File: src/verilog/cpu_pkg.sv
`default_nettype none

package cpu_pkg;

  // bus and address widths
  localparam int data_w      = 16;  // data bus and register width
  localparam int log_addr_w  = 9;   // 8 logical pages
  localparam int phys_addr_w = 10;  // 16 physical pages
  localparam int page_off_w  = 6;   // 64 words per page

  localparam int log_page_w  = log_addr_w - page_off_w;   // 3 bits
  localparam int phys_page_w = phys_addr_w - page_off_w;  // 4 bits

  localparam int reg_idx_w   = 4;   // 16 registers
  localparam int op_w        = 8;   // opcode field in the high word

  // opcodes, anything else runs as a no-op
  localparam logic [op_w-1:0] op_jmp       = 8'd1;
  localparam logic [op_w-1:0] op_ram2reg   = 8'd2;
  localparam logic [op_w-1:0] op_reg2ram   = 8'd3;
  localparam logic [op_w-1:0] op_num2reg   = 8'd4;
  localparam logic [op_w-1:0] op_reg_plus  = 8'd5;
  localparam logic [op_w-1:0] op_reg_minus = 8'd6;

  // every memory access is a translate phase followed by a bus phase
  typedef enum logic [3:0] {
    fetch_hi_xlat,
    fetch_hi_bus,
    fetch_lo_xlat,
    fetch_lo_bus,
    decode,
    load_xlat,
    load_bus,
    store_xlat,
    store_bus
  } core_state_t;

endpackage

`default_nettype wire

File: src/verilog/page_mmu.sv
`timescale 1ns/1ps
`default_nettype none

module page_mmu (
  input  logic                            clka,
  input  logic                            rst,
  input  logic                            xlat_req,
  input  logic [cpu_pkg::log_addr_w-1:0]  xlat_addr,
  output logic                            xlat_done,
  output logic [cpu_pkg::phys_addr_w-1:0] phys_addr
);

  import cpu_pkg::*;

  // page table, one entry per logical page
  logic                   pt_valid [2**log_page_w];
  logic [phys_page_w-1:0] pt_page  [2**log_page_w];
  logic [phys_page_w-1:0] next_free;  // next unallocated physical page

  logic [log_page_w-1:0]  req_page;
  logic [page_off_w-1:0]  req_off;
  logic                   req_hit;

  logic                   miss_wait;  // entry written, address formed next cycle
  logic [log_page_w-1:0]  hold_page;
  logic [page_off_w-1:0]  hold_off;

  // page size is a power of two so the split is plain bit selection
  assign req_page = xlat_addr[log_addr_w-1 -: log_page_w];
  assign req_off  = xlat_addr[page_off_w-1:0];
  assign req_hit  = pt_valid[req_page];

  always_ff @(posedge clka) begin
    if (!rst) begin
      for (int i = 0; i < 2**log_page_w; i++) begin
        pt_valid[i] <= 1'b0;
        pt_page[i]  <= '0;
      end
      pt_valid[0] <= 1'b1;  // logical page 0 sits in physical page 0
      next_free   <= phys_page_w'(1);
      miss_wait   <= 1'b0;
      xlat_done   <= 1'b0;
    end else begin
      xlat_done <= 1'b0;
      if (miss_wait) begin
        miss_wait <= 1'b0;
        xlat_done <= 1'b1;
      end else if (xlat_req) begin
        if (req_hit) begin
          xlat_done <= 1'b1;
        end else begin
          // first touch of this page, allocate
          pt_valid[req_page] <= 1'b1;
          pt_page[req_page]  <= next_free;
          next_free          <= next_free + 1'b1;
          miss_wait          <= 1'b1;
        end
      end
    end
  end

  // translated address and the held request
  always_ff @(posedge clka) begin
    if (xlat_req && !miss_wait) begin
      hold_page <= req_page;
      hold_off  <= req_off;
    end
    if (miss_wait) begin
      phys_addr <= {pt_page[hold_page], hold_off};
    end else if (xlat_req && req_hit) begin
      phys_addr <= {pt_page[req_page], req_off};
    end
  end

  // done answers a request from one cycle (hit) or two cycles (miss) back
  a_done_has_req: assert property (@(posedge clka) disable iff (!rst)
    xlat_done |-> $past(xlat_req, 1) || $past(xlat_req, 2));

endmodule

`default_nettype wire

File: src/verilog/cpu_core.sv
`timescale 1ns/1ps
`default_nettype none

module cpu_core (
  input  logic                            clka,
  input  logic                            rst,
  output logic                            xlat_req,
  output logic [cpu_pkg::log_addr_w-1:0]  xlat_addr,
  input  logic                            xlat_done,
  input  logic [cpu_pkg::phys_addr_w-1:0] phys_addr,
  output logic                            wb_cyc,
  output logic                            wb_stb,
  output logic                            wb_we,
  output logic [cpu_pkg::phys_addr_w-1:0] wb_adr,
  output logic [cpu_pkg::data_w-1:0]      wb_dat_w,
  input  logic [cpu_pkg::data_w-1:0]      wb_dat_r,
  input  logic                            wb_ack
);

  import cpu_pkg::*;

  core_state_t           state;

  logic [data_w-1:0]     regs [2**reg_idx_w];
  logic [log_addr_w-1:0] pc;
  logic [op_w-1:0]       inst_op;       // from the high word
  logic [reg_idx_w-1:0]  inst_reg;      // low bits of the register byte
  logic [data_w-1:0]     inst_operand;  // second word

  logic                  req_sent;   // request out, waiting for done
  logic                  in_xlat;
  logic [log_addr_w-1:0] log_addr;   // address to translate in this state
  core_state_t           bus_state;  // bus phase after the translation
  logic                  xlat_issue;
  logic                  xlat_accept;
  logic                  hi_take;
  logic                  lo_take;

  always_comb begin
    in_xlat   = 1'b0;
    log_addr  = inst_operand[log_addr_w-1:0];  // data address for load/store
    bus_state = state;
    case (state)
      fetch_hi_xlat: begin
        in_xlat   = 1'b1;
        log_addr  = pc;
        bus_state = fetch_hi_bus;
      end
      fetch_lo_xlat: begin
        in_xlat   = 1'b1;
        log_addr  = pc;
        bus_state = fetch_lo_bus;
      end
      load_xlat: begin
        in_xlat   = 1'b1;
        bus_state = load_bus;
      end
      store_xlat: begin
        in_xlat   = 1'b1;
        bus_state = store_bus;
      end
      default: ;
    endcase
  end

  assign xlat_issue  = in_xlat && !req_sent;
  assign xlat_accept = in_xlat && req_sent && xlat_done;
  assign hi_take     = (state == fetch_hi_bus) && wb_ack;
  assign lo_take     = (state == fetch_lo_bus) && wb_ack;

  // control path, pc and register file
  always_ff @(posedge clka) begin
    if (!rst) begin
      state    <= fetch_hi_xlat;
      req_sent <= 1'b0;
      xlat_req <= 1'b0;
      wb_cyc   <= 1'b0;
      wb_stb   <= 1'b0;
      wb_we    <= 1'b0;
      pc       <= '0;
      for (int i = 0; i < 2**reg_idx_w; i++) begin
        regs[i] <= '0;
      end
    end else begin
      xlat_req <= xlat_issue;  // single cycle pulse
      if (xlat_issue) begin
        req_sent <= 1'b1;
      end
      if (xlat_accept) begin
        req_sent <= 1'b0;
        wb_cyc   <= 1'b1;
        wb_stb   <= 1'b1;
        wb_we    <= (state == store_xlat);
        state    <= bus_state;
      end
      if (wb_stb && wb_ack) begin
        wb_cyc <= 1'b0;  // drop in the cycle after ack
        wb_stb <= 1'b0;
        wb_we  <= 1'b0;
      end

      case (state)
        fetch_hi_bus: if (wb_ack) begin
          pc    <= pc + 1'b1;
          state <= fetch_lo_xlat;
        end
        fetch_lo_bus: if (wb_ack) begin
          pc    <= pc + 1'b1;
          state <= decode;
        end
        decode: begin
          state <= fetch_hi_xlat;
          case (inst_op)
            op_jmp:       pc <= inst_operand[log_addr_w-1:0];
            op_ram2reg:   state <= load_xlat;
            op_reg2ram:   state <= store_xlat;
            op_num2reg:   regs[inst_reg] <= inst_operand;
            op_reg_plus:  regs[inst_reg] <= regs[inst_reg] + inst_operand;
            op_reg_minus: regs[inst_reg] <= regs[inst_reg] - inst_operand;
            default: ;  // unused opcode, just move on
          endcase
        end
        load_bus: if (wb_ack) begin
          regs[inst_reg] <= wb_dat_r;
          state          <= fetch_hi_xlat;
        end
        store_bus: if (wb_ack) begin
          state <= fetch_hi_xlat;
        end
        default: ;
      endcase
    end
  end

  // address and data registers, instruction fields
  always_ff @(posedge clka) begin
    if (xlat_issue) begin
      xlat_addr <= log_addr;
    end
    if (xlat_accept) begin
      wb_adr   <= phys_addr;
      wb_dat_w <= regs[inst_reg];  // only meaningful for a store
    end
    if (hi_take) begin
      inst_op  <= wb_dat_r[data_w-1 -: op_w];
      inst_reg <= wb_dat_r[reg_idx_w-1:0];
    end
    if (lo_take) begin
      inst_operand <= wb_dat_r;
    end
  end

  a_stb_in_cyc: assert property (@(posedge clka) disable iff (!rst)
    wb_stb |-> wb_cyc);

  // master holds the request steady until the slave acks
  a_req_stable: assert property (@(posedge clka) disable iff (!rst)
    wb_stb && !wb_ack |=> $stable(wb_adr) && $stable(wb_we) && $stable(wb_dat_w));

endmodule

`default_nettype wire

File: src/verilog/cpu_top.sv
`timescale 1ns/1ps
`default_nettype none

module cpu_top (
  input  logic                            clka,
  input  logic                            rst,
  output logic                            wb_cyc,
  output logic                            wb_stb,
  output logic                            wb_we,
  output logic [cpu_pkg::phys_addr_w-1:0] wb_adr,
  output logic [cpu_pkg::data_w-1:0]      wb_dat_w,
  input  logic [cpu_pkg::data_w-1:0]      wb_dat_r,
  input  logic                            wb_ack
);

  import cpu_pkg::*;

  logic                   xlat_req;   // core to mmu
  logic [log_addr_w-1:0]  xlat_addr;
  logic                   xlat_done;  // mmu to core
  logic [phys_addr_w-1:0] phys_addr;

  cpu_core u_core (
    .clka      (clka),
    .rst       (rst),
    .xlat_req  (xlat_req),
    .xlat_addr (xlat_addr),
    .xlat_done (xlat_done),
    .phys_addr (phys_addr),
    .wb_cyc    (wb_cyc),
    .wb_stb    (wb_stb),
    .wb_we     (wb_we),
    .wb_adr    (wb_adr),
    .wb_dat_w  (wb_dat_w),
    .wb_dat_r  (wb_dat_r),
    .wb_ack    (wb_ack)
  );

  page_mmu u_mmu (
    .clka      (clka),
    .rst       (rst),
    .xlat_req  (xlat_req),
    .xlat_addr (xlat_addr),
    .xlat_done (xlat_done),
    .phys_addr (phys_addr)
  );

endmodule

`default_nettype wire

File: config.mk
export PLATFORM = sky130hd
export DESIGN_NAME = cpu_top
export DESIGN_NICKNAME = d
export VERILOG_FILES = /design/src/verilog/cpu_pkg.sv /design/src/verilog/page_mmu.sv /design/src/verilog/cpu_core.sv /design/src/verilog/cpu_top.sv
export SDC_FILE = /design/constraint.sdc
export NUM_CORES = 1
export LEC_CHECK = 0
export BUFFER_PORTS_ARGS = -buffer_cell sky130_fd_sc_hd__buf_2
export CORE_ASPECT_RATIO = 0.5
export CORE_MARGIN = 4
export CORE_UTILIZATION = 40
export DETAILED_ROUTE_END_ITERATION = 6
export GPL_TIMING_DRIVEN = 0
export PLACE_DENSITY_LB_ADDON = 0.3
export SLEW_MARGIN = 20
export SYNTH_ARGS = -nofsm -noshare
export SYNTH_HDL_FRONTEND = slang
export SYNTH_SLANG_ARGS = --single-unit
File: constraint.sdc
create_clock -name clka -period 5.4 [get_ports clka]
set_input_delay 0.54 -clock clka [delete_from_list [all_inputs] [get_ports clka]]
set_output_delay 0.54 -clock clka [all_outputs]
set_load 0.05 [all_outputs]
==> results.md, run 1 <==
Global route:
- The total routing usage reported by global routing is approximately a fifth.
- The first-pass GRT wire length is just under 80000 um.
- The initial antenna violation count is 0.
- The via count of the first global-routing pass is 12500.
- Global routing finished with a remaining overflow of 0.
- Entering global routing, the biggest net connects 29 pins.

Clock network:
- In this run the clock root is driven by a sky130_fd_sc_hd__clkbuf_16.
- Clock-pin slew was measured on the worst setup and hold paths at about 0.06 ns.
- In this run the number of H-tree levels came out at 2.
- The number of clock sinks is 411.
- The clock reaches the later pin of the worst-skew pair after 0.56 ns.
- No sink is reached through more buffers than the 3 on the longest clock path.
- The count of instances resized after the clock tree is built is 29.
- Once the clock tree was built, the setup fixing pass inserted 0 buffers.
- The count of hold buffers inserted by post-cts repair is 0.
- The number of CTS-inserted buffers is 40.
- The CTS tree is done.

Setup path:
- The critical setup path kind is reg2reg.
- The critical-path maximum fanout is 10.
- At the worst endpoint, the required time is approximately 5.7 ns.
- The startpoint type of the worst setup path is a flip-flop.
- The worst register-to-register path has a setup slack of 0.20 ns.
- At the worst endpoint, the arrival time is around 5.5 ns.
- STA classifies the critical path endpoint as a flip-flop.

Cells and area:
- The fraction of layout instances using a drive strength above 1 is about a fifth.
- Summing all non-filler instances in the final layout gives an area of roughly 22000 um2.
- From synthesis to final layout, the design area changed by 11.8%.
- In the final layout, the registers with the most flip-flops are u_core.regs x256, u_mmu.pt_page x32.
- The number of antenna diodes is 0.
- The final layout contains approximately 1600 nets.
- Counting flops per register, the top entry is u_core.regs.
- The register with the most flip-flops in the layout has 256 of them.

STA:
- The final period demand of the worst path is around 5.2 ns.
- The worst pin sits at a relative slew slack of approximately 33%.
- The final worst hold slack is a little under 0.2 ns.
- The achievable frequency is 192 MHz.
- Of the available clock period, the critical path in the final layout requires 96.4%.
- The worst clock skew on the final layout is 0.0139 ns.
- Setup repair after global routing left no endpoint under its margin.
- The max-slew violation count is 0.
- The slew at the pin closest to its max-slew limit is 0.995 ns.
- The number of setup violations in the final report is 0.
- The worst setup slack after layout is approximately 0.20 ns.
- The total count of hold-check failures in the final report is 0.
- Adding up every negative setup slack in the final design gives 0 ns.

Die:
- For this design the top-level I/O count stands at between 40 and 50.
- The number of rows created at floorplan is 57.
- The core outline area is 48800 um2.
- The floorplan step set the die height to between 150 and 200 um.
- The effective utilization at floorplan is around two fifths.
- The die width is 323 um.
- The die covers 53500 um2.

Placed design:
- The half-perimeter wire length after detailed placement is 36800 um.
- Port buffering added 46 buffers.
- The global placement routability congestion is 0.921.
- Prior to clock tree synthesis, the placed netlist has a worst setup slack of -0.870 ns.
- After detailed placement, the total cell area comes to 20900 um2.

Power:
- The overall power consumption is 6830 uW.
- Across the VDD grid, the largest voltage drop is ~0.21 mV.
- In this run the power density over the cells is roughly 310 nW/um2.
- The analysis attributes to cell leakage a power of approximately 0.008 uW.

Synthesis:
- Synthesis produced a netlist with a net count of 1515.
- The cell count after synthesis came out at 1458.
- In this run the biggest area consumer among cell types represents between 50% and 60% of the synthesized area.
- The sequential element share of the synthesized area is about 60%.
- The library cell with the largest summed area after synthesis is sky130_fd_sc_hd__edfxtp_1.
- The most common cell in the synthesized netlist is sky130_fd_sc_hd__edfxtp_1.
- For this run, asynchronously set or reset flops after synthesis account for 0%.
- Ranked by total cell area, the synthesized netlist is headed by sky130_fd_sc_hd__edfxtp_1 (56%), sky130_fd_sc_hd__mux4_2 (11%), sky130_fd_sc_hd__dfxtp_1 (4.1%), sky130_fd_sc_hd__nor2_1 (3.9%), sky130_fd_sc_hd__a211oi_1 (2.5%).
- By count the netlist is led by sky130_fd_sc_hd__edfxtp_1 (370), sky130_fd_sc_hd__nor2_1 (207), sky130_fd_sc_hd__mux4_2 (97).
- The total number of yosys warnings is 0.
- The mean area per synthesized cell is between 10 and 15 um2.
- In the synthesized netlist the dominant register cell turns out to be sky130_fd_sc_hd__edfxtp_1.
- The number of synthesized flops with an enable pin is 370.
- The cell area after technology mapping is just under 20000 um2.
- The count of state elements after synthesis is slightly above 400.
- The number of distinct standard cells referenced by the synthesized netlist is 84.

Hold path:
- The type of the worst min-delay path is in2reg.

Status:
- The run finished with clean final reports.

Routing:
- In this run, the number of DRC markers left after iteration 0 of detailed routing was between 1000 and 1500.
- In the routed layout, each cell is associated on average with a via count of about 5.7.
- The first detailed-routing pass ran for 6 iterations.
- Once detail routing completed, the nets flagged for antenna violations numbered 0.
- Detailed routing inserted a total of between 10000 and 15000 vias.
- For this block, the routed nets add up to a little over 50000 um of wire.
- After detailed routing, the average wire length per cell comes to 23.0 um.
- The DRC violation count after routing is 0.

Flow run:
- Across the run, the number of max-cap violations was 0.
[cells in the final DEF, fill, tap and decap left out, types with 5 or more instances in the layout]
cell type	count
sky130_fd_sc_hd__edfxtp_1	370
sky130_fd_sc_hd__nor2_1	205
sky130_fd_sc_hd__mux4_2	97
sky130_fd_sc_hd__clkbuf_1	77
sky130_fd_sc_hd__nand2_1	71
sky130_fd_sc_hd__a211oi_1	67
sky130_fd_sc_hd__buf_2	64
sky130_fd_sc_hd__a21oi_1	58
sky130_fd_sc_hd__and2_1	44
sky130_fd_sc_hd__inv_1	42
sky130_fd_sc_hd__dfxtp_1	40
sky130_fd_sc_hd__clkbuf_16	40
sky130_fd_sc_hd__ha_1	36
sky130_fd_sc_hd__o21ai_0	29
sky130_fd_sc_hd__mux2_2	21
sky130_fd_sc_hd__nand3_1	19
sky130_fd_sc_hd__a21o_1	16
sky130_fd_sc_hd__a311oi_1	16
sky130_fd_sc_hd__buf_4	13
sky130_fd_sc_hd__nor2b_1	13
sky130_fd_sc_hd__nor3_1	12
sky130_fd_sc_hd__nand2b_1	12
sky130_fd_sc_hd__a211oi_2	11
sky130_fd_sc_hd__mux2i_1	10
sky130_fd_sc_hd__and3_1	10
sky130_fd_sc_hd__xnor2_1	9
sky130_fd_sc_hd__a31oi_1	9
sky130_fd_sc_hd__clkbuf_2	8
sky130_fd_sc_hd__nand4_1	7
sky130_fd_sc_hd__clkinv_1	7
sky130_fd_sc_hd__nor4_1	6
sky130_fd_sc_hd__a221o_1	6
sky130_fd_sc_hd__o211ai_1	6
sky130_fd_sc_hd__clkinv_2	6
sky130_fd_sc_hd__o22ai_1	5
sky130_fd_sc_hd__nand3b_1	5
[through the flow]
step / utilization, % / cells
floorplan: - / 1458
finish: 45.5 / 2225
detailed placement: 42.9 / 2155
global placement: 42.8 / 2153
CTS: 45.5 / 2225
global route: 45.5 / 2225
[cell type report]
class / count / area (um2)
clock buffers: 54 / 1080
repair buffers: 48 / 249
inverters: 43 / 161
fillers: 4396 / 26600
clock inverters: 17 / 131
well taps: 649 / 812
plain buffers: 111 / 513
multi-input cells: 892 / 7330
flip-flops and latches: 411 / 11900
[power by group]
group          switching, uW  internal, uW  leakage, uW  total, uW
Sequential              43.7          3580      0.00407       3630
Combinational            331           199      0.00316        530
Clock                   1200          1470     0.000597       2670
Total                   1580          5250      0.00783       6830
[worst paths after layout]
path                           startpoint  depth (start not counted)                                 to
min reg2reg  u_mmu.phys_addr[3]$_DFFE_PP_                          0         u_core.wb_adr[3]$_DFFE_PN_
max                             flip-flop                         13  u_core.regs[12][15]$_SDFFCE_PN0P_
max reg2reg                     flip-flop                         13  u_core.regs[12][15]$_SDFFCE_PN0P_
min                           wb_dat_r[4]                          1   u_core.inst_operand[4]$_DFFE_PP_
[cells by family after synthesis]
kind of cell,Yosys count,share of synthesized area [%]
and+or+nand+nor,432,10.3
DFF,411,60.1
AOI/OAI and AO/OA,280,10.4
buffers and inverters,155,3.26
muxes,130,12.9
adders and majority gates,38,2.47
xor gates and xnor gates,12,0.567
[critical path, stage by stage, from the launching register on]
cell                        delay [ns]
sky130_fd_sc_hd__dfxtp_2          0.51
sky130_fd_sc_hd__clkbuf_4         0.37
sky130_fd_sc_hd__mux4_2           0.56
sky130_fd_sc_hd__mux4_2           0.60
sky130_fd_sc_hd__ha_1             0.32
sky130_fd_sc_hd__buf_2            0.21
sky130_fd_sc_hd__inv_1            0.10
sky130_fd_sc_hd__a2111oi_2        0.55
sky130_fd_sc_hd__a211oi_1         0.18
sky130_fd_sc_hd__a211oi_1         0.42
sky130_fd_sc_hd__xor2_1           0.17
sky130_fd_sc_hd__a221oi_4         0.51
sky130_fd_sc_hd__buf_4            0.32
sky130_fd_sc_hd__a211oi_2         0.10
[layer usage]
layer  vias up  routed length, um  share of wire (%)  track usage [%]
met5         -                  0                  0                0
met4         0               1510                3.0             5.93
met3        80               3630                7.1             4.04
met2       431              24100                 47             31.7
met1      6416              21900                 43             25.8
li1       5781                  -                  -                -
Note: power is estimated with default switching activity, not from simulation.
==> inputs of run 2 (changes only) <==
--- a/config.mk
+++ b/config.mk
@@ -9,6 +9,7 @@
 export CORE_ASPECT_RATIO = 0.5
 export CORE_MARGIN = 4
 export CORE_UTILIZATION = 40
+export CTS_BUF_LIST = sky130_fd_sc_hd__clkbuf_8
 export DETAILED_ROUTE_END_ITERATION = 6
 export GPL_TIMING_DRIVEN = 0
 export PLACE_DENSITY_LB_ADDON = 0.3
==> results.md, run 2 (synthesis results as in run 1) <==
Status:
- The run finished with clean final reports.

Clock network:
- The number of clock sinks is 411.
- The count of instances resized after the clock tree is built is 29.
- The H-tree generated during clock tree synthesis spans 2 levels.
- Buffers inserted during clock tree synthesis total 60.
- Once the clock tree was built, the setup fixing pass inserted 0 buffers.
- No sink is reached through more buffers than the 3 on the longest clock path.
- The tree is rooted in a sky130_fd_sc_hd__clkbuf_8.
- Clock-pin slew was measured on the worst setup and hold paths at around 0.06 ns.
- TritonCTS built the clock tree.
- Buffers inserted to repair hold after CTS numbered 0.
- At the later pin of the worst-skew pair, clock insertion delay measures around 0.7 ns.

Power:
- IR analysis of the VDD net gives a maximum drop of 0.193 mV.
- In this run the static leakage power is around 0.0079 uW.
- The power dissipated by switching net loads is approximately 1600 uW.
- The part of the power in combinational logic is 8.0%.
- In this run the power density over the cells is 299 nW/um2.
- Net switching is between 20% and 30% of the power.
- The clock share of power is between 30% and 40%.
- The sequential power share is a little over half.
- The overall power consumption is approximately 6600 uW.
- The internal power of the cells is 5000 uW.

STA:
- The max-slew violation count is 0.
- The total count of hold-check failures in the final report is 0.
- The slew at the pin closest to its max-slew limit is roughly 0.99 ns.
- Setup repair after global routing left no endpoint under its margin.
- The worst clock skew on the final layout is between 0.06 and 0.07 ns.
- The number of setup violations in the final report is 0.
- Headroom to the max-slew limit came out at approximately a third.
- After layout, the worst path uses between 90% and 100% of the clock period.
- The final setup TNS is 0 ns.
- The achievable frequency is about 190 MHz.
- The worst path needs 5.26 ns of the cycle, external delays included.

Routing:
- The DRC violation count after routing is 0.
- The routed length per instance is between 20 and 25 um.
- The via count is 13000.
- Wires add up to 51500 um.
- The number of routed nets with antenna violations is 0.
- The length of the first detailed-routing pass in iterations is 5.
- The violation count after the first detailed-routing iteration is approximately 1200.
- The routed via count divided by cell count is 5.73.

Placed design:
- The global placement routability congestion is 0.921.
- During placement, the flow inserted port buffers numbering 46.
- The HPWL after detailed placement is around 37000 um.
- The placed standard-cell area is roughly 21000 um2.
- In this run, placement finished with an instance count of 2155.

Global route:
- After global routing the overflow that remains totals 0.
- The first-pass GRT wire length is roughly 78000 um.
- The initial antenna violation count is 0.
- The via count of the first global-routing pass is roughly 13000.
- Entering global routing, the biggest net connects 29 pins.
- The total routing usage reported by global routing is between 10% and 20%.

Cells and area:
- The largest registers in the layout are u_core.regs x256, u_mmu.pt_page x32.
- The register with the most flip-flops is u_core.regs.
- In the final layout, flip-flops and latches occupy roughly 12000 um2.
- The post-route netlist has between 20 and 25% of its cells at a drive strength greater than 1.
- The summed area of non-filler cells in the final layout is 22100 um2.
- Leaving out fill and tap cells, the most frequent cells in the layout are sky130_fd_sc_hd__edfxtp_1 (370), sky130_fd_sc_hd__nor2_1 (205), sky130_fd_sc_hd__mux4_2 (97), sky130_fd_sc_hd__inv_1 (76), sky130_fd_sc_hd__nand2_1 (71).
- The number of antenna diodes is 0.
- After the last flow step, the layout net total stands at about 1600.
- Leaving out fill and tap cells, the most frequent cell in the layout is sky130_fd_sc_hd__edfxtp_1.
- The number of fill cells in the layout is between 4000 and 5000.
- The area of the multi-input gates is roughly 7300 um2.
- The number of flip-flops in the largest register is approximately 260.
- For this run, the share of the core covered by cells in the final layout is between 40% and 50%.
- The count of cells in the finished layout, fillers not included, comes to about 2300.
- The signed area change from the synthesized netlist to the final layout is 11.4%.

Die:
- The height of the die is roughly 170 um.
- Pin placement for this block handled 48 I/O pins.
- The number of rows created at floorplan is 57.
- The core outline area is 48800 um2.
- The die width is ~320 um.
- The initial utilization of the core area, before any placement, comes to 40.7%.
- The die footprint is 53500 um2.

Setup path:
- For flop-to-flop paths, the worst setup slack is roughly 0.14 ns.
- The critical-path maximum fanout is 10.
- The critical path data required time is 5.79 ns.
- The worst setup path is launched from a flip-flop.
- The critical setup path kind is reg2reg.
- The worst setup path is captured at a flip-flop.
- At the worst endpoint, the arrival time is roughly 5.7 ns.

Hold path:
- In this run the worst hold path is classified as in2reg.

Flow run:
- The count of max-cap constraint violations is 0.
run 2: critical path, cell delays in order, from the launching register on:
cell and delay (ns):
sky130_fd_sc_hd__dfxtp_1 0.32, sky130_fd_sc_hd__buf_4 0.23, sky130_fd_sc_hd__clkbuf_1 0.54, sky130_fd_sc_hd__mux4_2 0.42, sky130_fd_sc_hd__mux4_2 0.59, sky130_fd_sc_hd__ha_1 0.32, sky130_fd_sc_hd__buf_2 0.21, sky130_fd_sc_hd__inv_1 0.09
sky130_fd_sc_hd__a221oi_1 0.60, sky130_fd_sc_hd__a211oi_1 0.13, sky130_fd_sc_hd__a211oi_1 0.43, sky130_fd_sc_hd__xor2_1 0.18, sky130_fd_sc_hd__a221oi_4 0.52, sky130_fd_sc_hd__buf_4 0.33, sky130_fd_sc_hd__a211oi_2 0.10
run 2: power by group through the flow:
stage          logic (uW)  clock network, uW  registers (uW)
6_report              529               2450            3630
3_5_place_dp          527                  0            3690
4_1_cts               532               2490            3630
2_1_floorplan         353                  0            3690
5_1_grt               572               2650            3640
3_3_place_gp          523                  0            3690
run 2: area by class of cell:
type                       count  share of cell area (%)
buffer                       110                    2.30
timing repair buffer          48                    1.13
clock buffer                  62                    3.86
tap                          649                    3.67
sequential                   411                    53.9
clock inverter                48                    1.32
multi-input combinational    892                    33.1
inverter                      43                   0.730
run 2: path summary, 6_finish.rpt:
check | end | startpoint | depth (start not counted)
worst max-delay path | u_core.regs[12][15]$_SDFFCE_PN0P_ | flip-flop | 14
worst min-delay path | u_core.inst_operand[12]$_DFFE_PP_ | wb_dat_r[12] | 1
worst max register to register | u_core.regs[12][15]$_SDFFCE_PN0P_ | flip-flop | 14
worst min register to register | u_core.wb_adr[5]$_DFFE_PN_ | u_mmu.phys_addr[5]$_DFFE_PP_ | 0
run 2: through the flow:
| stage | worst slack, ns | hold slack (ns) |
|---|---|---|
| global placement | -0.820 | 0.403 |
| global route | 0.000573 | 0.0825 |
| finish | 0.136 | 0.115 |
| CTS | 0.0317 | 0.0772 |
| detailed placement | -0.870 | 0.406 |
| floorplan | 0.731 | 0.400 |
run 2: per-layer routing:
| metal | share of wire (%) | vias up | track usage (%) |
|---|---|---|---|
| met2 | 47 | 496 | 31.9 |
| met1 | 42 | 6543 | 25.9 |
| li1 | - | 5838 | - |
| met5 | 0 | - | 0 |
| met4 | 3.2 | 0 | 6.38 |
| met3 | 7.8 | 98 | 4.10 |
